===== src/rtl/core_pkg.sv =====
package core_pkg;

	localparam int mem_words = 1024;
	localparam int addr_bits = 10;
	localparam logic [31:0] reset_pc = 32'h0000_0000;

	typedef enum logic [3:0] {
		ALU_ADD,
		ALU_SUB,
		ALU_AND,
		ALU_OR,
		ALU_XOR,
		ALU_NOR,
		ALU_SLT,
		ALU_SLTU,
		ALU_SLL,
		ALU_SRL,
		ALU_SRA,
		ALU_LUI,
		ALU_PASS_B
	} alu_op_e;

	typedef enum logic [2:0] {
		BR_NONE,
		BR_EQ,
		BR_NE,
		BR_JUMP,
		BR_JUMP_REG
	} branch_e;

	typedef struct packed {
		alu_op_e alu_op;
		branch_e branch;
		logic regwrite;
		logic regdst;
		logic link;
		logic is_imm;
		logic sign_ex;
		logic shift_imm;
		logic mem_read;
		logic mem_write;
		logic ri;
	} ctrl_t;

	typedef struct packed {
		logic write;
		logic [addr_bits-1:0] addr;
		logic [31:0] wdata;
	} mem_req_t;

	typedef struct packed {
		logic [31:0] rdata;
	} mem_rsp_t;

	typedef struct packed {
		logic [31:0] pc;
		logic we;
		logic [4:0] rd;
		logic [31:0] value;
	} trace_t;

endpackage


===== src/rtl/mem_arbiter.sv =====
`timescale 1ns/1ns

module mem_arbiter (
	input logic clk,
	input logic rst_n,
	input logic host_stb,
	input core_pkg::mem_req_t host_req,
	output logic host_done,
	input logic ls_stb,
	input core_pkg::mem_req_t ls_req,
	output logic ls_done,
	input logic fetch_stb,
	input core_pkg::mem_req_t fetch_req,
	output logic fetch_done,
	output logic ram_en,
	output core_pkg::mem_req_t ram_req,
	input core_pkg::mem_rsp_t ram_rsp,
	output core_pkg::mem_rsp_t rsp
);

	// slot 0 host, 1 load/store, 2 fetch
	logic [2:0] stb, pend, gnt, owner;
	core_pkg::mem_req_t in_req [3];
	core_pkg::mem_req_t slot [3];

	assign stb = {fetch_stb, ls_stb, host_stb};
	assign in_req[0] = host_req;
	assign in_req[1] = ls_req;
	assign in_req[2] = fetch_req;

	always_comb begin
		gnt = 3'b000;
		if (pend[0])
			gnt = 3'b001;
		else if (pend[1])
			gnt = 3'b010;
		else if (pend[2])
			gnt = 3'b100;
	end

	assign ram_en = |pend;

	always_comb begin
		ram_req = slot[2];
		if (gnt[0])
			ram_req = slot[0];
		else if (gnt[1])
			ram_req = slot[1];
	end

	always_ff @(posedge clk or negedge rst_n) begin
		if (!rst_n) begin
			pend <= 3'b000;
			owner <= 3'b000;
		end else begin
			pend <= (pend & ~gnt) | stb;
			owner <= gnt;
		end
	end

	always_ff @(posedge clk) begin
		for (int i = 0; i < 3; i++) begin
			if (stb[i])
				slot[i] <= in_req[i];
		end
	end

	// read data lands the cycle after the grant
	assign {fetch_done, ls_done, host_done} = owner;
	assign rsp = ram_rsp;

endmodule


===== config.mk =====
export PLATFORM = sky130hd
export DESIGN_NAME = mem_arbiter
export DESIGN_NICKNAME = d
export VERILOG_FILES = /design/src/rtl/core_pkg.sv /design/src/rtl/mem_arbiter.sv
export SDC_FILE = /design/constraint.sdc
export NUM_CORES = 1
export LEC_CHECK = 0
export BUFFER_PORTS_ARGS = -buffer_cell sky130_fd_sc_hd__clkbuf_2
export CORE_UTILIZATION = 45
export DETAILED_ROUTE_END_ITERATION = 10
export HOLD_SLACK_MARGIN = 0.02
export PLACE_DENSITY = 0.78
export SYNTH_ARGS = -nofsm -noshare
export SYNTH_HDL_FRONTEND = slang
export SYNTH_SLANG_ARGS = --single-unit

===== constraint.sdc =====
create_clock -name clk -period 1.23 [get_ports clk]
set_input_delay 0.0615 -clock clk [delete_from_list [all_inputs] [get_ports clk]]
set_output_delay 0.0615 -clock clk [all_outputs]
set_load 0.03 [all_outputs]

==> flow_metrics.tcl, run 1 <==
set metrics [dict create \
    syn-num-nets 484 \
    muxShareOfSynthArea_pct 8.202 \
    hpwl_um 8122 \
    synth_top_family_by_area "multiplexers" \
    syn_area_per_cell_um2 16.50 \
    dpl.cell_count 604 \
    ys_seq_elements 135 \
    error_line "[ERROR RSZ-0060] Max buffer count reached." \
    globalplace.congestion 0.6974 \
    flow.stopped_at "clock tree synthesis" \
    cts_buffers 17 \
    cts_hold_buf 128 \
    cts.repair.resized 80 \
    synth_top_area_share_pct 73.82 \
    yosysSeqAreaShare_pct 76.68 \
    synth_warnings 0 \
    synth_cells 318 \
    post-cts-setup-buffers 3 \
    clockRootBuffer "clkbuf_16" \
    synth-compound-area-share_pct 4.340 \
    ios 245 \
    chipHeight_um 110.0 \
    synth_xor_area_share_pct 0 \
    synth_cell_types 17 \
    rows 39 \
    clkSinkCount 135 \
    synthTopCellsByArea "edfxtp_1 (74%), mux2i_1 (8.2%), buf_4 (4.7%)" \
    netlist_area_um2 5248 \
    place_area_um2 6276 \
    clk_path_buf_depth 2 \
    initial_core_util_pct 46.15 \
    place_ws_ps -42.08 \
    synth_adder_area_share_pct 0 \
    place.port_buffers 180 \
    fp.dieW_um 110.0 \
    outcome "stopped before the end" \
    yosys.area_share.simple_pct 3.577 \
    yosys.area.top_type "edfxtp_1" \
    h-tree-depth 4 \
]
[stage by stage]
stage               util (%)  hold slack [ps]
floorplan                  -           -234.1
global placement       55.20           -96.66
detailed placement     55.20           -92.92
[Yosys cell counts]
| master | number |
|---|---|
| nor2b_1 | 1 |
| edfxtp_1 | 129 |
| nand2b_1 | 1 |
| buf_1 | 1 |
| mux2i_1 | 43 |
| nand2_1 | 43 |
| buf_2 | 2 |
| a21o_1 | 1 |
| buf_4 | 33 |
| or3_1 | 1 |
| buf_12 | 3 |
| clkbuf_1 | 6 |
| o21ai_0 | 27 |
| nor3b_1 | 1 |
| buf_6 | 3 |
| o21ai_1 | 17 |
| dfrtp_1 | 6 |
[kinds of logic after synthesis]
logic type | Yosys count
simple gates | 47
buf+inv | 48
compound gates | 45
flops | 135
mux | 43
==> run 2, diff against run 1 <==
--- a/config.mk
+++ b/config.mk
@@ -6,10 +6,9 @@
 export NUM_CORES = 1
 export LEC_CHECK = 0
 export BUFFER_PORTS_ARGS = -buffer_cell sky130_fd_sc_hd__clkbuf_2
-export CORE_UTILIZATION = 45
+export CORE_UTILIZATION = 30
 export DETAILED_ROUTE_END_ITERATION = 10
-export HOLD_SLACK_MARGIN = 0.02
-export PLACE_DENSITY = 0.78
+export PLACE_DENSITY_LB_ADDON = 0.15
 export SYNTH_ARGS = -nofsm -noshare
 export SYNTH_HDL_FRONTEND = slang
 export SYNTH_SLANG_ARGS = --single-unit
==> flow_metrics.tcl, run 2 <==
set metrics [dict create \
    outcome "complete, but fails checks" \
    violations "setup timing" \
    clk_path_buf_depth 2 \
    synth_xor_area_share_pct 0 \
    synth_cell_types 17 \
    drt-pass1-iter-count 4 \
    synth_warnings 0 \
    synth_cells 318 \
    crit_type "flip-flop to output port" \
    synth_common_cells "edfxtp_1 (129), mux2i_1 (43), nand2_1 (43), buf_4 (33), o21ai_0 (27)" \
    antenna_left 0 \
    grt_pass1_vias 3995 \
    r2r.worst_path.cells 3 \
    relSlewSlack_pct 79.03 \
    ios 245 \
    arrival_ps 1580 \
    synth_top_family_by_area "multiplexers" \
    final_common_cell "clkbuf_2" \
    yosysSeqAreaShare_pct 76.68 \
    worst_setup_path_start_kind "flip-flop" \
    chipHeight_um 134.3 \
    drtIter0Drc 114 \
    regMostFlops "slot" \
    period_needed_ps 1646 \
    top_regs "slot (129), owner (3), pend (3)" \
    post-cts-setup-buffers 0 \
    num_vias 3659 \
    worstReg2RegStart "pend[0]" \
    setup_viol 44 \
    maxCapViolCount 0 \
    crit_fanout 21 \
    yosys.cell_count.top_type "edfxtp_1" \
    total_power_w 0.01187 \
    finalNonFillerCells 847 \
    clockRootBuffer "clkbuf_16" \
    grt-ovfl-total 0 \
    globalplace.congestion 0.6932 \
    powerDensity_nw_per_um2 1394 \
    finalInstanceArea_um2 8514 \
    r2r-end "pend[2]" \
    r2r_slack_ps 150 \
    wl_per_cell_um 15.28 \
    final_nets 781 \
    synthArstFlopShare_pct 4.444 \
    ir_drop_v 0.001079 \
    p_leak_nw 3.589 \
    area_growth_pct 62.26 \
    fp.dieW_um 134.3 \
    yosys.area.top_type "edfxtp_1" \
    syn-num-nets 484 \
    wirelength_um 12940 \
    fin_ws_ps -416.3 \
    cts_tree "yes" \
    insertion_delay_ps 400 \
    synth_adder_area_share_pct 0 \
    muxShareOfSynthArea_pct 8.202 \
    hold_ws_ps 42.93 \
    setup_tns_ps -15840 \
    finClkSkew_ps 1.692 \
    rows 47 \
    synth_top_area_share_pct 73.82 \
    drive_above_1_share_pct 42.42 \
    worstPathRequired_ps 1170 \
    endpoint_kind "output port" \
    holdCritPathClass "input port to async pin" \
    grt_max_degree 45 \
    h-tree-depth 4 \
    core_region_area_um2 16820 \
    synth_edf_count 129 \
    place_area_um2 6387 \
    maxSlewViolCount 0 \
    initial_core_util_pct 31.20 \
    rsz0062_at_grt "yes" \
    drc 0 \
    yosys.area_share.simple_pct 3.577 \
    dieArea_um2 18020 \
    worstMarginPinSlew_ps 314.6 \
    antenna_found_initial 0 \
    cts_buffers 17 \
    synth-compound-area-share_pct 4.340 \
    netlist_area_um2 5248 \
    largest_reg_flops 129 \
    ys_seq_elements 135 \
    hold_viol_final 0 \
    grt_first_pass_wirelength_um 19660 \
    syn_area_per_cell_um2 16.50 \
    synthTopCellsByArea "edfxtp_1 (74%), mux2i_1 (8.2%), buf_4 (4.7%)" \
    clkSinkCount 135 \
    n_antenna_cell 0 \
    final_cell_mix "clkbuf_2 (149), dlygate4sd3_1 (131), edfxtp_1 (129), nand2_1 (43), o21ai_2 (39)" \
    grt.total_usage_pct 14.78 \
    hpwl_um 7874 \
    ys.flop_type "edfxtp_1" \
    max_freq_ghz 0.6074 \
    fin_crit_sh_pct 133.8 \
    dpl.cell_count 683 \
    viasPerCell 4.320 \
    place.port_buffers 180 \
    clkTransAtPathRegs_ps 50 \
]
run 2: cell counts after synthesis:
No cell type changed its count.
run 2: kinds of logic after synthesis:
group | after synthesis
DFF | 135
buffers and inverters | 48
and+or+nand+nor | 47
AOI/OAI and AO/OA | 45
muxes | 43
run 2: layout make-up:
type | count | area (um^2)
clock buffer | 19 | 432.9
clock inverter | 12 | 87.58
fill | 1437 | 8304
multi-input combinational | 135 | 1011
sequential | 135 | 4029
tap | 220 | 275.3
timing repair buffer | 326 | 2679
run 2: critical path: stages (launching register included):
cell and delay, ps:
dfrtp_2 420, buf_12 220, mux2i_2 270, o21ai_2 70
clkbuf_2 180
run 2: how the worst max path moves through the flow:
stage | startpoint | end | slack (ps) | cells past startpoint
3_5_place_dp | pend[1] | ram_req[12] | -10 | 4
2_1_floorplan | pend[1] | ram_req[31] | -140 | 5
6_report | pend[1] | ram_req[0] | -420 | 4
4_1_cts | pend[1] | ram_req[22] | -460 | 4
5_1_grt | pend[1] | ram_req[12] | -500 | 4
3_3_place_gp | pend[0] | ram_req[31] | 20 | 3
run 2: stage by stage:
step	utilization (%)	setup WS, ps
detailed placement	37.98	-12.29
global route	50.62	-496.4
CTS	50.29	-457.7
floorplan	-	-140.3
finish	50.62	-416.3
global placement	37.98	16.49
run 2: timing repair:
item,4_1_cts,5_1_grt
endpoints found under the hold margin,136,0
resized for setup,56,12
hold buffers,131,0
endpoints found under the setup margin,44,44
gates cloned,0,2
pin swaps,1,0
run 2: metal layers:
layer | GRT usage, % | part of all wire [%] | vias to the layer above | wire length (um)
met1 | 16.20 | 40 | 1746 | 5207
met4 | 5.930 | 1.5 | 0 | 190
met2 | 25.62 | 51 | 136 | 6595
met3 | 5.707 | 7.3 | 19 | 946
li1 | - | - | 1758 | -
met5 | 0 | 0 | - | 0
run 2: report_power, final:
part / switching, W / total, W / internal (W)
Combinational: 0.000925 / 0.00186 / 0.000935
Sequential: 0.000105 / 0.00555 / 0.00544
Clock: 0.00175 / 0.00447 / 0.00272
Total: 0.00278 / 0.0119 / 0.00909
No activity file was read; power rests on OpenSTA's default activity.
