**src/rtl/core_pkg.sv**
```systemverilog
package core_pkg;

	localparam int mem_words = 1024;
	localparam int addr_bits = 10;
	localparam logic [31:0] reset_pc = 32'h0000_0000;

	typedef enum logic [3:0] {
		ALU_ADD,
		ALU_SUB,
		ALU_AND,
		ALU_OR,
		ALU_XOR,
		ALU_NOR,
		ALU_SLT,
		ALU_SLTU,
		ALU_SLL,
		ALU_SRL,
		ALU_SRA,
		ALU_LUI,
		ALU_PASS_B
	} alu_op_e;

	typedef enum logic [2:0] {
		BR_NONE,
		BR_EQ,
		BR_NE,
		BR_JUMP,
		BR_JUMP_REG
	} branch_e;

	typedef struct packed {
		alu_op_e alu_op;
		branch_e branch;
		logic regwrite;
		logic regdst;
		logic link;
		logic is_imm;
		logic sign_ex;
		logic shift_imm;
		logic mem_read;
		logic mem_write;
		logic ri;
	} ctrl_t;

	typedef struct packed {
		logic write;
		logic [addr_bits-1:0] addr;
		logic [31:0] wdata;
	} mem_req_t;

	typedef struct packed {
		logic [31:0] rdata;
	} mem_rsp_t;

	typedef struct packed {
		logic [31:0] pc;
		logic we;
		logic [4:0] rd;
		logic [31:0] value;
	} trace_t;

endpackage

```
**src/rtl/fetch_unit.sv**
```systemverilog
`timescale 1ns/1ns

module fetch_unit (
	input logic clk,
	input logic rst_n,
	input logic start,
	input logic [31:0] pc,
	output logic req,
	output core_pkg::mem_req_t req_data,
	input logic done,
	input core_pkg::mem_rsp_t rsp,
	output logic instr_done,
	output logic [31:0] instr
);

	logic busy;

	assign req = start && !busy;
	// byte pc to word address
	assign req_data.write = 1'b0;
	assign req_data.addr = pc[core_pkg::addr_bits+1:2];
	assign req_data.wdata = 32'b0;

	always_ff @(posedge clk or negedge rst_n) begin
		if (!rst_n) begin
			busy <= 1'b0;
			instr_done <= 1'b0;
		end else begin
			instr_done <= done && busy;
			if (done)
				busy <= 1'b0;
			if (req)
				busy <= 1'b1;
		end
	end

	always_ff @(posedge clk) begin
		if (done && busy)
			instr <= rsp.rdata;
	end

endmodule

```
**config.mk**
```make
export PLATFORM = sky130hd
export DESIGN_NAME = fetch_unit
export DESIGN_NICKNAME = d
export VERILOG_FILES = /design/src/rtl/core_pkg.sv /design/src/rtl/fetch_unit.sv
export SDC_FILE = /design/constraint.sdc
export NUM_CORES = 1
export LEC_CHECK = 0
export BUFFER_PORTS_ARGS = -buffer_cell sky130_fd_sc_hd__buf_2
export CELL_PAD_IN_SITES_DETAIL_PLACEMENT = 1
export CELL_PAD_IN_SITES_GLOBAL_PLACEMENT = 1
export CORE_MARGIN = 2
export CORE_UTILIZATION = 26
export CTS_CLUSTER_DIAMETER = 100
export DETAILED_ROUTE_END_ITERATION = 10
export PLACE_DENSITY_LB_ADDON = 0.1
export SETUP_SLACK_MARGIN = 0.4
export SYNTH_ARGS = -nofsm -noshare
export SYNTH_HDL_FRONTEND = slang
export SYNTH_SLANG_ARGS = --single-unit
```
**constraint.sdc**
```tcl
create_clock -name clk -period 2.7 [get_ports clk]
set_input_delay 0.405 -clock clk [delete_from_list [all_inputs] [get_ports clk]]
set_output_delay 0.405 -clock clk [all_outputs]
set_load 0.02 [all_outputs]
```
# ---- After elaboration in Yosys (flattened, before gate mapping)
# Cells that the tools add are included.
dict set report word_totals {
  wordCells 9
  n_memories 0
  ff_bits 34
  latch_bits 0
  mem_bits_rw 0
  output_inout_bits 77
  mem_bits_ro 0
}
dict set report classes {
  order_cmp 0
  reduce_logical 4
  mul 0
  bitwise 0
  muxes 2
  add_sub_neg 0
  n_eq_ne 0
  n_div 0
  shift 0
}
# cell count
set op_table {}
lappend op_table {{1-bit logical AND} 2}
lappend op_table {{1-bit 2-to-1 mux} 2}
lappend op_table {{2-bit nonzero test} 1}
lappend op_table {{1-bit zero test} 1}

# ---- Depth between registers and ports, before layout
# Gate-level depths: netlist of run 1.
dict set report depth {
  ltp_word 3
  mapped_depth 2
  mapped_depth_nobuf 2
}

# ---- Worst setup path before layout of run 1
# Ideal clock, no wire load.
dict set report synth_timing {
  path_type {input -> register}
  start {input port done}
  end {register instr[0], enable pin}
  setup_slack_ns 1.096
  cell_stages 1
  arrival_ns 1.211
  required_time_ns 2.307
  path_buffers 0
  cell_sequence {and2_1}
}
dict set report synth_between {
  elab_chain_len 1
}
# element line_no
set synth_lines {}
lappend synth_lines {{start: declaration} fetch_unit.sv:10} ;# input logic done,
lappend synth_lines {{1-bit logical AND} fetch_unit.sv:38} ;# if (done && busy)
lappend synth_lines {{end signal: assignment} fetch_unit.sv:39} ;# instr <= rsp.rdata;
lappend synth_lines {{end: declaration} fetch_unit.sv:13} ;# output logic [31:0] instr
# Every way passes these cells.
# A chain may end at the register's enable or synchronous reset.

# ---- Worst setup path after layout of run 1
dict set report layout_timing {
  start {register busy}
  end {output port req}
}
dict set report layout_between {
  elab_chain_len 2
}
# element line_no
set layout_lines {}
lappend layout_lines {{start: declaration} fetch_unit.sv:16} ;# logic busy;
lappend layout_lines {{start signal: assignment} fetch_unit.sv:26} ;# busy <= 1'b0;
lappend layout_lines {{start signal: assignment} fetch_unit.sv:31} ;# busy <= 1'b0;
lappend layout_lines {{start signal: assignment} fetch_unit.sv:33} ;# busy <= 1'b1;
lappend layout_lines {{1-bit zero test} fetch_unit.sv:18} ;# assign req = start && !busy;
lappend layout_lines {{1-bit logical AND} fetch_unit.sv:18}
lappend layout_lines {{end: declaration} fetch_unit.sv:8} ;# output logic req,
# Every way passes these cells.

==> results of run 1 <==
## metal layers
metal  vias up  part of all wire
met5         -                 0
met4         0             0.024
met3         8              0.11
met2        66              0.52
met1       345              0.35
li1        332                 -
## stage by stage
stage	util	instances	hold WS [ns]
3_5_place_dp	0.316	211	0.200
5_1_grt	0.332	218	0.286
6_report	0.332	218	0.301
4_1_cts	0.332	218	0.286
2_1_floorplan	-	114	0.109
3_3_place_gp	0.316	211	0.197
## power by group through the flow
| stage | logic [W] | registers [W] | clock network [W] |
|---|---|---|---|
| floorplan | 0.000117 | 0.000685 | 0 |
| global placement | 0.000165 | 0.000641 | 0 |
| detailed placement | 0.000167 | 0.000642 | 0 |
| CTS | 0.000168 | 0.000631 | 0.000348 |
| global route | 0.000178 | 0.000633 | 0.000363 |
| finish | 0.000165 | 0.000630 | 0.000327 |
## worst max path at each step
stage | from | slack [ns] | end | cells after the start
after floorplan | done | 1.10 | instr[0]$_DFFE_PP_ | 1
after global placement | done | 1.36 | instr[15]$_DFFE_PP_ | 3
after detailed placement | done | 1.34 | instr[2]$_DFFE_PP_ | 3
after CTS | busy$_DFFE_PN0P_ | 1.28 | req | 2
after global routing | busy$_DFFE_PN0P_ | 1.25 | req | 2
final | busy$_DFFE_PN0P_ | 1.31 | req | 2
## cell usage in the layout (no fill, tap or decap)
cell            n
clkinv_1        1
buf_4           1
buf_2          69
conb_1         33
dlygate4sd3_1   1
a21o_1          1
dfrtp_1         2
inv_1           1
and2_1          1
clkbuf_8        5
edfxtp_1       32
nor2b_2         1
## layout make-up
type | instances | area, sq um
Clock buffer | 5 | 68.8
Clock inverter | 1 | 3.75
Fill cell | 593 | 3390
Inverter | 1 | 3.75
Multi-Input combinational cell | 36 | 146
Sequential cell | 34 | 1010
Tap cell | 70 | 87.6
Timing Repair Buffer | 71 | 363
## registers in the layout, indices dropped and copies added, names as in the netlist
signal,flops
busy,1
instr,32
instr_done,1
## cells by family (layout without fill, tap and decap cells)
logic type / after synthesis / in the layout / synth area share
buf+inv: 44 / 78 / 0.239
simple gates: 2 / 2 / 0.0110
flops: 34 / 34 / 0.741
other cells: 1 / 33 / 0.00275
compound gates: 1 / 1 / 0.00551
## repair_timing
action,CTS,global route
hold buffers,1,0
resized for setup,0,0
endpoints found under the setup margin,0,0
hold endpoints to repair,2,0
==> metrics, run 1 <==
H-tree level count=2; ys flop type=edfxtp_1; Final Hold Viols=0; Worst IR Drop VDD=195 uV; largest cells by area after synthesis=edfxtp_1 (70%), buf_4 (24%), dfrtp_1 (3.7%), nor2b_2 (0.64%), a21o_1 (0.55%); Synth area leader=edfxtp_1; top cells by count, synth=buf_4 (43), edfxtp_1 (32), dfrtp_1 (2); Global Route met3 Usage=0.0403; Seq pwr share=0.561; 1st-iter DRT viols=27; top cell type's share of synthesized area=0.705; Routed Antenna Nets=0; Die Width=76.4 microns; min-delay src=rsp[12]; Leak=0.770 nW; Root Buffer=clkbuf_8; Area Overhead vs Synth=23.5%; total setup buffers inserted after CTS=0; Setup crit end kind=primary output; Logic pwr share=0.147; number of global-route vias before repair=685; CP Launch Type=flop; clk sinks=34; Clk pwr share=0.291; r2r setup slk=1.45 ns; pre-CTS setup slack=1.34 ns; synthesis warning total=0; Worst-path clk slew=0.06 ns; clk_lat worst skew=0.27 ns; Worst R2R Path Depth=2; hold depth=1; number of buffers and inverters on the critical path=1; Crit path max-delay family=flip-flops; detailed placer's ending HPWL=2120 microns; Final Setup Violations=0; global-route wire length before repair=3880 microns; CP max-delay cell=dfrtp_1; CTS Buf Count=5; crit-path cells=nor2b_2, buf_2; register area share after synthesis=0.741; Mean Syn Cell Area=16.6 sq um; Tot Pwr=0.00112 W; ant diodes=0; Post-DP Area=1600 sq um; Die Span Y=76.4 microns; CP max FO=3; row count=26; count leader, synth=buf_4; Switch Pwr=0.000290 W; Int Pwr=0.000833 W; DR vias=751; status=finished, final reports clean; Worst Skew=0.00748 ns; largest net degree at the start of global routing=34; M2 GR Usage=0.147; max incr delay on CP=0.40 ns; Critical R2R Launch=busy$_DFFE_PN0P_; fmax=0.718 GHz; unrepaired setup endpoints after global routing=no; EDFF count, synth=32; Detailed Routing Iterations Pass 1=3; register bit count reported by yosys=34; max-cap violation count=0; global routing's busiest layer=met2; setup TNS=0 ns; NumNets Final=217; Buffers on Ports=69; Yosys cell types=8; clk buf depth=2; Final period util=0.516; synthesized cell area=1360 sq um; DIE AREA=5840 sq um; worst endpoint data arrival time=0.99 ns; Tot GR Track Use=0.0892; placer congestion estimate=0.627; post-route cell area=1680 sq um; global route total overflow=0; synthesized instance count=82; share of cells above drive strength 1=0.514; kind of critical path=flop to primary output; M1 GR Usage=0.0900; Async SR Flop Fraction=0.0588; # DRC=0; worst min-delay path category=primary input to flop; Starting Density=0.269; DR vias/cell=3.44; Worst EP required=2.30 ns; Hold Path End=instr[12]$_DFFE_PP_; WL/cell=12.3 microns; TritonCTS clock tree=yes; FF-to-FF End=instr[21]$_DFFE_PP_; min cycle time layout=1.39 ns; core footprint=5070 sq um; setup slack after layout=1.31 ns; Post-Route WL=2690 microns; Switching Fraction=0.258; max-slew violation count=0; initial antenna violation count=0; io pins=145; PwrDens=667 nW/um^2
Power figures use the tool's default switching activity.
==> run 2, diff against run 1 <==
Settings changed: CORE_UTILIZATION 26 to 24.
Clock period 2.7 ns to 1.3 ns, I/O delays scaled along.
==> metrics, run 2 (synthesis results as in run 1) <==
status=finished, final reports clean; Tot Pwr=0.00252 W (+120%); global-route wire length before repair=3800 microns (-2.0%); Setup crit end kind=flop; CP Launch Type=flop; Buffers on Ports=69 (unchanged); Top Registers=instr: 32 flops, busy: 1 flops, instr_done: 1 flops; most common cell after layout, fill and taps aside=buf_2; DR vias=762 (+1.5%); Worst IR Drop VDD=363 uV (+86%); core footprint=5510 sq um (+8.5%); Starting Density=0.248 (-0.0211); io pins=145 (unchanged); worst endpoint data arrival time=1.18 ns (+0.19 ns); detailed placer's ending HPWL=2090 microns (-1.4%); Fillers=595 (+0.34%); kind of critical path=flop to flop; Hold Slack=0.0898 ns (-0.212 ns); critical path depth=3 (+1); initial antenna violation count=0 (unchanged); DIE AREA=6300 sq um (+7.9%); CP max-delay cell=dfrtp_1; Final period util=0.907; Post-DP Area=1640 sq um (+2.3%); clk buf depth=2 (unchanged); routed length on met3=364 microns (+23%); max-cap violation count=0 (unchanged); PwrDens=1290 nW/um^2 (+93%); clk sinks=34 (unchanged); Worst Skew=0.00334 ns (-0.00414 ns); placer congestion estimate=0.592 (-5.6%); Final Setup Violations=0 (unchanged); Worst-path clk slew=0.07 ns (about the same); setup TNS=0 ns (unchanged); Routed Antenna Nets=0 (unchanged); Root Buffer=clkbuf_8; max reg flops=32 (unchanged); Worst R2R Path Depth=3 (+1); 1st-iter DRT viols=22 (-19%); crit-path cells=buf_4, and2_4, clkbuf_16; clk_lat worst skew=0.28 ns (about the same); max-slew violation count=0 (unchanged); Leak=0.876 nW (+14%); row count=27 (+3.8%); Multi-input gate area=149 sq um (+1.7%); NumNets Final=223 (+2.8%); largest net degree at the start of global routing=18 (-47%); post-route cell area=1960 sq um (+16%); unrepaired setup endpoints after global routing=yes; Die Width=79.4 microns (+3.9%); Tot GR Track Use=0.0841 (-0.00515); Detailed Routing Iterations Pass 1=2 (-1); met2 wire length=1310 microns (-5.6%); DR vias/cell=3.34 (-3.0%); worst min-delay path category=primary input to flop; hold depth=1 (unchanged); WL/cell=11.8 microns (-4.3%); min cycle time layout=1.18 ns; Biggest register=instr; CTS Buf Count=5 (unchanged); ant diodes=0 (unchanged); number of global-route vias before repair=728 (+6.3%); share of cells above drive strength 1=0.538 (+0.0249); Die Span Y=79.4 microns (+3.9%); dpl cells=214 (+1.4%); Final Non-Filler Cells=228 (+4.6%); global route total overflow=0 (unchanged); most frequent cells in the layout=buf_2 (45), conb_1 (33), edfxtp_1 (32); number of buffers and inverters on the critical path=2 (+1); fmax=0.848 GHz; # DRC=0 (unchanged); Worst EP required=1.30 ns (-1.00 ns); Post-Route WL=2690 microns (about the same); Crit path max-delay family=flip-flops; CP max FO=8 (+5); wl on met1=953 microns (+1.1%); H-tree level count=2 (unchanged); Final Hold Viols=0 (unchanged); Max Used Layer=met4; TritonCTS clock tree=yes; Area Overhead vs Synth=43.5%; max incr delay on CP=0.39 ns (about the same); FF/Latch Area=1010 sq um (unchanged)
run 2: worst reg2reg max path, delay by kind of cell (launching register included):
family                 cells  cell delay [ns]
buffers and inverters      2             0.30
DFF                        1             0.39
and+or+nand+nor            1             0.21
run 2: final cells by class:
class	instances	share of cell area
clock buffer	6	0.0371
tap	72	0.0460
clock inverter	2	0.00448
timing repair buffer	77	0.318
sequential	34	0.517
inverter	1	0.00192
multi-input combinational	36	0.0761
run 2: layer usage:
layer | global-route usage | vias to the layer above
met5 | 0 | -
met4 | 0.0500 | 0
met3 | 0.0464 | 7
met2 | 0.134 | 68
met1 | 0.0866 | 340
li1 | - | 347
run 2: worst paths after layout:
path,slack (ns),end,startpoint
min,0.09,instr[25]$_DFFE_PP_,rsp[25]
max in group asynchronous,0.99,instr_done$_DFF_PN0_,rst_n
min reg2reg,0.64,busy$_DFFE_PN0P_,busy$_DFFE_PN0P_
min in group asynchronous,0.22,busy$_DFFE_PN0P_,rst_n
max,0.12,instr[17]$_DFFE_PP_,busy$_DFFE_PN0P_
max reg2reg,0.12,instr[17]$_DFFE_PP_,busy$_DFFE_PN0P_
run 2: through the flow:
step | setup WS [ns] | utilization
after floorplan | 0.255 | -
after global placement | 0.235 | 0.298
after detailed placement | 0.223 | 0.298
after CTS | 0.116 | 0.327
after global routing | 0.0734 | 0.355
final | 0.121 | 0.355
run 2: report_power, final:
part	leakage (nW)	switching, W	total, W	internal (W)
logic	0.510	0.000265	0.000473	0.000209
clock network	0.0426	0.000361	0.000729	0.000368
registers	0.324	0.0000284	0.00132	0.00129
run 2: timing repair:
action                                 CTS  global route
pin swaps                                1             0
resized for setup                       17            32
endpoints found under the hold margin    2             0
setup buffers                            2             1
cloned                                   0             2
setup endpoints to repair               66            67
hold buffers                             1             0
