`src/rtl/core_pkg.sv`:
```
package core_pkg;

	localparam int mem_words = 1024;
	localparam int addr_bits = 10;
	localparam logic [31:0] reset_pc = 32'h0000_0000;

	typedef enum logic [3:0] {
		ALU_ADD,
		ALU_SUB,
		ALU_AND,
		ALU_OR,
		ALU_XOR,
		ALU_NOR,
		ALU_SLT,
		ALU_SLTU,
		ALU_SLL,
		ALU_SRL,
		ALU_SRA,
		ALU_LUI,
		ALU_PASS_B
	} alu_op_e;

	typedef enum logic [2:0] {
		BR_NONE,
		BR_EQ,
		BR_NE,
		BR_JUMP,
		BR_JUMP_REG
	} branch_e;

	typedef struct packed {
		alu_op_e alu_op;
		branch_e branch;
		logic regwrite;
		logic regdst;
		logic link;
		logic is_imm;
		logic sign_ex;
		logic shift_imm;
		logic mem_read;
		logic mem_write;
		logic ri;
	} ctrl_t;

	typedef struct packed {
		logic write;
		logic [addr_bits-1:0] addr;
		logic [31:0] wdata;
	} mem_req_t;

	typedef struct packed {
		logic [31:0] rdata;
	} mem_rsp_t;

	typedef struct packed {
		logic [31:0] pc;
		logic we;
		logic [4:0] rd;
		logic [31:0] value;
	} trace_t;

endpackage

```
`src/rtl/load_store_unit.sv`:
```
`timescale 1ns/1ns

module load_store_unit (
	input logic clk,
	input logic rst_n,
	input logic start,
	input core_pkg::mem_req_t ls_req,
	output logic req,
	output core_pkg::mem_req_t req_data,
	input logic done,
	input core_pkg::mem_rsp_t rsp,
	output logic ls_done,
	output logic [31:0] rdata
);

	logic busy;
	logic is_load;

	assign req = start && !busy;
	assign req_data = ls_req;

	always_ff @(posedge clk or negedge rst_n) begin
		if (!rst_n) begin
			busy <= 1'b0;
			is_load <= 1'b0;
			ls_done <= 1'b0;
		end else begin
			ls_done <= done && busy;
			if (done)
				busy <= 1'b0;
			if (req) begin
				busy <= 1'b1;
				is_load <= !ls_req.write;
			end
		end
	end

	// stores leave the last loaded word in place
	always_ff @(posedge clk) begin
		if (done && busy && is_load)
			rdata <= rsp.rdata;
	end

endmodule

```
`config.mk`:
```
export PLATFORM = sky130hd
export DESIGN_NAME = load_store_unit
export DESIGN_NICKNAME = d
export VERILOG_FILES = /design/src/rtl/core_pkg.sv /design/src/rtl/load_store_unit.sv
export SDC_FILE = /design/constraint.sdc
export NUM_CORES = 1
export LEC_CHECK = 0
export BUFFER_PORTS_ARGS = -buffer_cell sky130_fd_sc_hd__buf_4
export CAP_MARGIN = 20
export CORE_MARGIN = 2
export CORE_UTILIZATION = 34
export DETAILED_ROUTE_END_ITERATION = 8
export PLACE_DENSITY = 0.84
export SKIP_LAST_GASP = 1
export SYNTH_ARGS = -nofsm -noshare
export SYNTH_HDL_FRONTEND = slang
export SYNTH_SLANG_ARGS = --single-unit
```
`constraint.sdc`:
```
create_clock -name clk -period 1.54 [get_ports clk]
set_input_delay 0.154 -clock clk [delete_from_list [all_inputs] [get_ports clk]]
set_output_delay 0.154 -clock clk [all_outputs]
set_load 0.02 [all_outputs]
```
### Word level (Yosys, flattened, before mapping)

Index checks and enable logic that the tools add are counted.

* reduce and logical (&&, ||, !) cells: 6
* muxes and demuxes: 2

Operators with widths (number)
* $logic_and 1x1->1: 3
* $logic_not 1->1: 2
* $mux 1: 2
* $reduce_bool 2->1: 1

* input bits: 79
* bits in registers: 35
* output and inout port bits: 77
* logic and storage cells: 12

### Longest topological paths before layout

Gate-level depths: netlist of run 1.

* depth after elaboration: 3
* mapped depth: 2
* mapped depth without buffers: 2

### Least setup slack after synthesis of run 1

No wires, ideal clock.

* path kind: register to register
* start point: reg busy
* end point: reg rdata[0] (enable)
* path buffers: 0
* arrival: 0.935 ns
* stages on the path, launching flop included: 2
* required time: 1.166 ns
* path slack: 0.230 ns
* clock period less this slack: 1.310 ns
* library setup time: 0.374 ns
* path through: dfrtp_1 and3_2

* word-level cells in the longest chain between the ends: 2

Ends and longest elaborated chain
* start: declaration: RTL line load_store_unit.sv:16 `logic busy;`
* start signal: assignment: RTL line load_store_unit.sv:24 `busy <= 1'b0;`
* start signal: assignment: RTL line load_store_unit.sv:30 `busy <= 1'b0;`
* start signal: assignment: RTL line load_store_unit.sv:32 `busy <= 1'b1;`
* $logic_and 1x1->1 (2 in a row): RTL line load_store_unit.sv:40 `if (done && busy && is_load)`
* end signal: assignment: RTL line load_store_unit.sv:41 `rdata <= rsp.rdata;`
* end: declaration: RTL line load_store_unit.sv:13 `output logic [31:0] rdata`

No other way between the ends.
A chain may end at the register's enable or synchronous reset.

### Worst setup path in the final report of run 1

* start point: reg busy
* end point: reg rdata[4] (enable)

The elaborated chain is that of the path after synthesis.

==> flow_metrics.tcl, run 1 <==
set metrics [dict create \
    status "completed" \
    critPathLaunchType "flop" \
    slowest_delay_ps 420 \
    rows 23 \
    grt_usage_pct 14.1 \
    wl_met1_um 844 \
    areaGrowthSynthToFinish_pct 27.2 \
    power_density_mw_per_mm2 1170 \
    yosys_warnings 0 \
    antenna_found_initial 0 \
    total_power_uw 2100 \
    final_common_cell "buf_4" \
    setup_viol 0 \
    min_period_over_period_pct 75.6 \
    antenna_cells 0 \
    rsz0062_at_grt "no" \
    hold_violations 0 \
    initial_core_util_pct 35.2 \
    cts_tree "yes" \
    fp.dieH_um 68.4 \
    syn_area_mm2 0.00141 \
    grt_pass1_vias 872 \
    drcViolationCount 0 \
    critPathBufInv 1 \
    dr.pass1.iters 2 \
    slew_headroom_pct 88.3 \
    drt_iter0_markers 23 \
    crit_chain "and3_2, buf_12" \
    ios 156 \
    ir_drop_mv 0.559 \
    clk_path_buf_depth 2 \
    clk_latency_ps 280 \
    drt-total-wl_um 3110 \
    combPwrFrac_pct 15.8 \
    htree_levels 2 \
    num_vias 772 \
    syn-num-nets 164 \
    period_minus_slack_ps 1160 \
    tightest_slew_ps 176 \
    r2r-end "rdata[4]$_DFFE_PP_" \
    max-cap-violations 0 \
    reg2regPathDepth 2 \
    finalSetupTns_ps 0 \
    cts.sinks 35 \
    mostFrequentLayoutCells "buf_4 (71), edfxtp_1 (32), clkbuf_8 (5), dfrtp_1 (3)" \
    slowest_stage "dfrtp_1" \
    die-area_mm2 0.00467 \
    fin_skew_ps 3.96 \
    register_area_mm2 0.00104 \
    top_layer "met4" \
    crit_type "flop to flop" \
    critPathMaxFanout 32 \
    arrival_ps 1140 \
    fill_cells 384 \
    vias_per_cell 4.46 \
    core_area_mm2 0.00400 \
    final_antenna_net_count 0 \
    cp-end-kind "flop" \
    min-delay-start "rsp[29]" \
    met3WireLength_um 491 \
    hold_class "input port to flop" \
    slew_viol_final 0 \
    final_nets 201 \
    p_sw_share_pct 23.6 \
    p_clk_share_pct 28.9 \
    syn_area_per_cell_um2 16.6 \
    portBuffers 71 \
    post_drt_wl_per_cell_um 17.9 \
    overflow 0 \
    grt_pass1_wl_um 4340 \
    yosysSeqAreaShare_pct 73.5 \
    switchingPower_uw 497 \
    crit_cells 2 \
    multi_input_area_um2 46.3 \
    post_cts_buffers 0 \
    cp_top_family "flip-flops" \
    synth.distinct_cells 9 \
    die_w_um 68.4 \
    clock.fmax_mhz 859 \
    crit_required_ps 1510 \
    clk_transition_reported_paths_ps 70 \
    crit_path_start "busy$_DFFE_PN0P_" \
    ys_ff_latch 35 \
    route.met2.wl_um 1480 \
    r2r_slack_ps 380 \
    place_congestion 0.715 \
    hold_buffers 1 \
    drive_above_1_share_pct 65.0 \
    post_cts_resized 0 \
    internal_power_uw 1610 \
    root_buffer "clkbuf_8" \
    endpoint "rdata[4]$_DFFE_PP_" \
    numCtsBuffers 5 \
    pwr-share-seq_pct 55.3 \
    grt_max_degree 33 \
    p_leak_uw 0.000753 \
    syn_inst 85 \
    r2r-start "busy$_DFFE_PN0P_" \
]
routing by layer:
layer  track usage [%]  vias to the layer above
met5                 0                        -
met4              16.0                        0
met3              10.0                       38
met2              21.5                       79
met1              10.6                      336
li1                  -                      319
power by group through the flow:
stage                     logic [µW]  registers, µW  clock network [µW]
after floorplan                  214           1260                   0
final                            332           1160                 607
after global routing             358           1170                 664
after global placement           329           1180                   0
after CTS                        339           1170                 630
after detailed placement         336           1190                   0
cell usage after synthesis (all sizes together):
library cell / n / share of area (%)
and3: 1 / 0.53
inv: 1 / 0.27
dfrtp: 3 / 5.3
and2: 1 / 0.53
nor2b: 1 / 0.98
edfxtp: 32 / 68
nor2: 2 / 0.53
mux2i: 1 / 0.71
buf: 43 / 23
stage by stage:
stage	area, µm²	util [%]	worst slack, ps	hold WS (ps)	std cells
final	1790	44.8	376	43.7	173
after global routing	1790	44.8	310	31.1	173
after CTS	1790	44.8	369	31.9	173
after detailed placement	1700	42.5	387	-53.4	164
after global placement	1700	42.5	415	-57.6	164
after floorplan	1410	-	230	-142	85
final cells by class:
class                   count  area share [%]
clock buffers               6            4.05
clock inverters             2           0.419
inverters                   1           0.209
multi-input cells           6            2.58
flip-flops and latches     35            57.8
well taps                  50            3.49
repair buffers             73            31.4
cell families after synthesis:
| family | share of synthesized area [%] |
|---|---|
| DFF | 73.5 |
| and+or+nand+nor | 2.58 |
| buffers and inverters | 23.2 |
| muxes | 0.711 |
flip-flops by register name, summed over array words and instances (netlist names):
signal	flops
rdata	32
ls_done	1
is_load	1
busy	1
worst min path at each step:
stage	to	slack, ps	depth (start not counted)
after floorplan	busy$_DFFE_PN0P_	-140	0
after global placement	is_load$_DFFE_PN0P_	-60	1
after detailed placement	is_load$_DFFE_PN0P_	-50	1
after CTS	rdata[29]$_DFFE_PP_	30	1
after global routing	rdata[31]$_DFFE_PP_	30	1
final	rdata[29]$_DFFE_PP_	40	1
Power figures use the tool's default switching activity.
==> inputs of run 2 (changes only) <==
Settings changed: ABC_AREA set to 1.
Clock period 1.54 ns to 1.1 ns, I/O delays scaled along.
==> run 2 against run 1 <==
  * The flow now finishes with violations (negative setup slack)
  * Clock skew rose by 3.2 ps
  * Non-clock buffer count is 34 higher
  * Global-route usage up 0.34 points
  * Clock-buffer cell count stayed put
  * Combinational power is 54% higher
  * Cell area up 21%
  * Critical endpoint is now req
  * Largest power group unchanged
==> flow_metrics.tcl, run 2 <==
set metrics [dict create \
    setup_viol 18 \
    hold_violations 0 \
    min_to "rdata[22]$_DFFE_PP_" \
    status "complete, but fails checks" \
    slowest_delay_ps 400 \
    fp.dieH_um 68.6 \
    crit_chain "inv_2, nand2_4, inv_2, buf_6" \
    yosysSeqAreaShare_pct 73.0 \
    whs_path_depth 1 \
    drcViolationCount 0 \
    synthArstFlopShare_pct 8.57 \
    slew_viol_final 0 \
    ys_ff_latch 35 \
    syn_area_per_cell_um2 15.8 \
    drt-total-wl_um 3360 \
    hold_class "input port to flop" \
    min-delay-start "rsp[22]" \
    power_density_mw_per_mm2 1370 \
    clk_path_buf_depth 2 \
    fin_skew_ps 7.14 \
    critPathMaxFanout 2 \
    drive_above_1_share_pct 55.6 \
    die-area_mm2 0.00471 \
    synthFlopType "edfxtp_1" \
    final_nets 240 \
    htree_levels 2 \
    crit_required_ps 990 \
    total_power_uw 2970 \
    cp_top_family "flip-flops" \
    synth_top_area_share_pct 67.7 \
    grt_pass1_wl_um 4630 \
    critPathLaunchType "flop" \
    worst_hold_slack_ps 12.3 \
    post_drt_wl_per_cell_um 15.8 \
    grt_max_degree 21 \
    slowest_stage "dfrtp_1" \
    arrival_ps 1000 \
    areaGrowthSynthToFinish_pct 52.5 \
    synth.distinct_cells 11 \
    p_leak_uw 0.000921 \
    crit_type "flop to primary output" \
    portBuffers 71 \
    clk_transition_reported_paths_ps 60 \
    final_antenna_net_count 0 \
    cp-end-kind "primary output" \
    rows 23 \
    hpwl_um 2380 \
    syn-num-nets 169 \
    numCtsBuffers 5 \
    synthTopCellsByArea "edfxtp_1 (68%), buf_4 (23%), dfrtp_1 (5.3%)" \
    r2r-start "is_load$_DFFE_PN0P_" \
    cts_tree "yes" \
    clk_latency_ps 280 \
    yosys_warnings 0 \
    syn_inst 90 \
    drt_iter0_markers 48 \
    synthTopCellsByCount "buf_4 (43), edfxtp_1 (32), inv_1 (4)" \
    r2r-end "rdata[22]$_DFFE_PP_" \
    synth.most_common_cell "buf_4" \
    ios 156 \
    antenna_cells 0 \
    fill_cells 340 \
    root_buffer "clkbuf_8" \
    r2r_slack_ps -5 \
    min_period_over_period_pct 100 \
    placedInstanceArea_mm2 0.00174 \
    worst_slack_ps -5.04 \
    synth_top_area_cell "edfxtp_1" \
    syn_area_mm2 0.00142 \
    regMostFlops "rdata" \
    slew_headroom_pct 89.1 \
    synth_enable_flop_cells 32 \
    num_vias 906 \
    vias_per_cell 4.27 \
    overflow 0 \
    grt_usage_pct 14.4 \
    tightest_slew_ps 164 \
    crit_top_cell "inv_2" \
    violations "negative setup slack" \
    critPathBufInv 3 \
    initial_core_util_pct 35.5 \
    cts.sinks 35 \
    register_area_mm2 0.00104 \
    grt_pass1_vias 987 \
    multi_input_area_um2 51.3 \
    largest_register_ffs 32 \
    design_area_mm2 0.00216 \
    place_congestion 0.711 \
    reg2regPathDepth 3 \
    die_w_um 68.6 \
    max-cap-violations 0 \
    core_area_mm2 0.00400 \
    clock.fmax_mhz 905 \
    ir_drop_mv 0.813 \
    period_minus_slack_ps 1110 \
    final_core_util_pct 54.1 \
    dr.pass1.iters 2 \
    antenna_found_initial 0 \
    rsz0062_at_grt "yes" \
    mostFrequentLayoutCells "buf_4 (73), edfxtp_1 (32), dlygate4sd3_1 (31), clkbuf_8 (5)" \
    final_common_cell "buf_4" \
]
[run 2: layer usage]
metal  up-vias  GRT usage [%]  share of wire, %  routed length, µm
li1        398              -                 -                  -
met3        19           8.60                14                454
met5         -              0                 0                  0
met1       411           11.7                30                992
met4         0           11.3               4.1                138
met2        78           24.8                53               1770
[run 2: how the worst max path moves through the flow]
stage,from,to,slack [ps],cells after the start
2_1_floorplan,busy$_DFFE_PN0P_,rdata[0]$_DFFE_PP_,-210,2
6_report,busy$_DFFE_PN0P_,req,-5,4
3_5_place_dp,is_load$_DFFE_PN0P_,rdata[0]$_DFFE_PP_,-2,3
3_3_place_gp,busy$_DFFE_PN0P_,rdata[0]$_DFFE_PP_,50,3
5_1_grt,busy$_DFFE_PN0P_,req,-50,4
4_1_cts,is_load$_DFFE_PN0P_,rdata[22]$_DFFE_PP_,-10,3
[run 2: worst reg2reg max path, stage by stage, from the launching register on]
cell	delay [ps]
dfrtp_1	360
inv_1	80
nor2_4	180
buf_12	190
[run 2: metrics by stage]
step                setup slack [ps]  instances  setup TNS (ps)
CTS                            -12.1        210            -133
detailed placement             -2.36        170           -36.3
floorplan                       -212         90           -6780
finish                         -5.04        212           -38.7
global placement                46.6        170               0
global route                   -46.0        212            -427
[run 2: kinds of logic after synthesis]
group,Yosys count,synth area share [%]
buffers and inverters,48,24.1
AOI/OAI and AO/OA,1,0.352
DFF,35,73.0
and+or+nand+nor,6,2.56
[run 2: timing repair]
action | 4_1_cts | 5_1_grt
resized for setup | 2 | 0
hold buffers | 31 | 0
hold endpoints to repair | 33 | 0
endpoints found under the setup margin | 21 | 21
setup buffers | 1 | 2
pin swaps | 0 | 1
[run 2: power by group]
part / total (µW) / internal (µW) / switching, µW
Combinational: 512 / 285 / 227
Sequential: 1570 / 1540 / 26.6
Clock: 886 / 442 / 444
Total: 2970 / 2270 / 698
[run 2: area by class of cell]
type | instances | share of cell area [%]
clock inverters | 2 | 0.578
clock buffers | 6 | 3.35
flip-flops and latches | 35 | 47.9
inverters | 5 | 0.868
repair buffers | 107 | 42.0
multi-input cells | 7 | 2.37
well taps | 50 | 2.89
==> inputs of run 3 (changes only) <==
Settings changed: CORE_UTILIZATION 34 to 31, PLACE_DENSITY 0.84 to 0.88.
Clock period 1.1 ns to 0.9 ns, I/O delays scaled along.
==> run 3 against run 2 <==
  * The run still ends with negative setup slack left
  * Routed wire length down 4.5%
  * Utilization fell by 0.43 points
  * Hold slack better by 47 ps
  * Non-clock buffer count increased by 4
  * Sequential share of layout area decreased by 3.8 points
  * Critical path depth up 1
  * First-iteration DRC count increased by 63%
==> flow_metrics.tcl, run 3 (same netlist as run 2, synthesis figures left out) <==
set metrics [dict create \
    status "complete, but fails checks" \
    violations "negative setup slack" \
    slew_headroom_pct 90.2 \
    clk_transition_reported_paths_ps 70 \
    p_clk_share_pct 33.6 \
    crit_chain "buf_4, inv_4, nand2_4, inv_2, buf_6" \
    arrival_ps 1050 \
    r2r-end "rdata[0]$_DFFE_PP_" \
    clock.fmax_mhz 879 \
    vias_per_cell 4.26 \
    grt_pass1_wl_um 4840 \
    fin_skew_ps 6.31 \
    die_w_um 71.7 \
    slew_viol_final 0 \
    slowest_delay_ps 380 \
    die-area_mm2 0.00513 \
    root_buffer "clkbuf_8" \
    initial_core_util_pct 32.4 \
    r2r_slack_ps -220 \
    hold_violations 0 \
    crit_type "flop to primary output" \
    power_density_mw_per_mm2 1680 \
    post_drt_wl_per_cell_um 14.7 \
    rsz0062_at_grt "yes" \
    endpoint "req" \
    switchingPower_uw 842 \
    final_common_cell "buf_4" \
    p_leak_uw 0.000995 \
    crit_required_ps 810 \
    drcViolationCount 0 \
    place_congestion 0.659 \
    crit_cells 5 \
    final_antenna_net_count 0 \
    dr.pass1.iters 4 \
    fp.dieH_um 71.7 \
    critPathMaxFanout 3 \
    period_minus_slack_ps 1140 \
    worst_hold_slack_ps 59.5 \
    final_nets 244 \
    regMostFlops "rdata" \
    numCtsBuffers 5 \
    tightest_slew_ps 146 \
    antenna_cells 0 \
    dp.cells 174 \
    reg2regPathDepth 4 \
    rows 24 \
    combPwrFrac_pct 17.5 \
    r2r-start "busy$_DFFE_PN0P_" \
    clk_latency_ps 280 \
    areaGrowthSynthToFinish_pct 65.8 \
    worst_slack_ps -237 \
    crit_path_start "busy$_DFFE_PN0P_" \
    drive_above_1_share_pct 54.8 \
    overflow 0 \
    cts.sinks 35 \
    hold_class "input port to flop" \
    antenna_found_initial 0 \
    preCtsSetupSlack_ps -154 \
    grt_usage_pct 12.7 \
    ios 156 \
    final_cell_count_no_fill 218 \
    ir_drop_mv 0.583 \
    internal_power_uw 3110 \
    grt_max_degree 19 \
    cts_tree "yes" \
    setup_viol 49 \
    core_area_mm2 0.00438 \
    cp_top_family "flip-flops" \
    p_sw_share_pct 21.3 \
    largest_register_ffs 32 \
    htree_levels 2 \
    num_vias 929 \
    critPathLaunchType "flop" \
    grt_pass1_vias 988 \
    drt_iter0_markers 78 \
    drt-total-wl_um 3210 \
    min_period_over_period_pct 126 \
    critPathBufInv 4 \
    clk_path_buf_depth 2 \
    pwr-share-seq_pct 48.9 \
    mostFrequentLayoutCells "buf_4 (41), dlygate4sd3_1 (34), buf_6 (34), edfxtp_1 (32), clkbuf_8 (5)" \
    cp-end-kind "primary output" \
    max-cap-violations 0 \
    slowest_stage "dfrtp_1" \
    min-delay-start "done" \
    portBuffers 71 \
]
[run 3: cell types whose count changed in the layout (fill, tap and decap cells not counted), sizes merged]
cell,previous run,this run
buf,76,77
bufinv,0,1
clkbuf,6,5
clkinv,1,2
clkinvlp,1,0
dlygate4sd3,31,34
[run 3: worst min-delay path: stages]
cell	delay, ps
buf_4	90
nand2_2	70
inv_1	60
[run 3: final cells by class]
type                            count  area (µm²)
Clock buffer                        5        68.8
Fill cell                         346        2030
Multi-Input combinational cell      7        51.3
Inverter                            5        21.3
Clock inverter                      3        38.8
Sequential cell                    35        1040
Tap cell                           52        65.1
Timing Repair Buffer              111        1070
[run 3: metal layers]
metal	vias up	GRT usage, %	share of wire (%)
met3	14	6.19	12
met4	0	7.34	2.3
li1	406	-	-
met1	445	12.8	35
met2	64	21.4	50
met5	-	0	0
[run 3: worst min-delay path by stage]
| stage | endpoint | slack [ps] | cells after the start |
|---|---|---|---|
| floorplan | busy$_DFFE_PN0P_ | -210 | 0 |
| global placement | ls_done$_DFF_PN0_ | -110 | 1 |
| detailed placement | ls_done$_DFF_PN0_ | -110 | 1 |
| CTS | busy$_DFFE_PN0P_ | 50 | 3 |
| global route | busy$_DFFE_PN0P_ | 60 | 3 |
| finish | ls_done$_DFF_PN0_ | 60 | 3 |
[run 3: power groups by stage]
stage                     clock, µW  combinational, µW  sequential (µW)
after floorplan                   0                368             2050
after CTS                      1380                682             1930
after global routing           1440                738             1940
after global placement            0                490             1950
final                          1330                692             1930
after detailed placement          0                502             1950
[run 3: what timing repair did]
item / 4_1_cts / 5_1_grt
buffers inserted: 2 / 0
endpoints found under the hold margin: 36 / 0
resized for setup: 27 / 9
hold buffers: 34 / 0
endpoints found under the setup margin: 57 / 67
[run 3: metrics by stage]
stage	TNS (ps)	cell area, µm²	power, µW	utilization, %
final	-7170	2350	3950	53.7
after global routing	-9760	2350	4120	53.7
after CTS	-7960	2320	3990	52.9
after detailed placement	-4640	1760	2450	40.1
after global placement	-3940	1760	2440	40.1
after floorplan	-13180	1430	2410	-
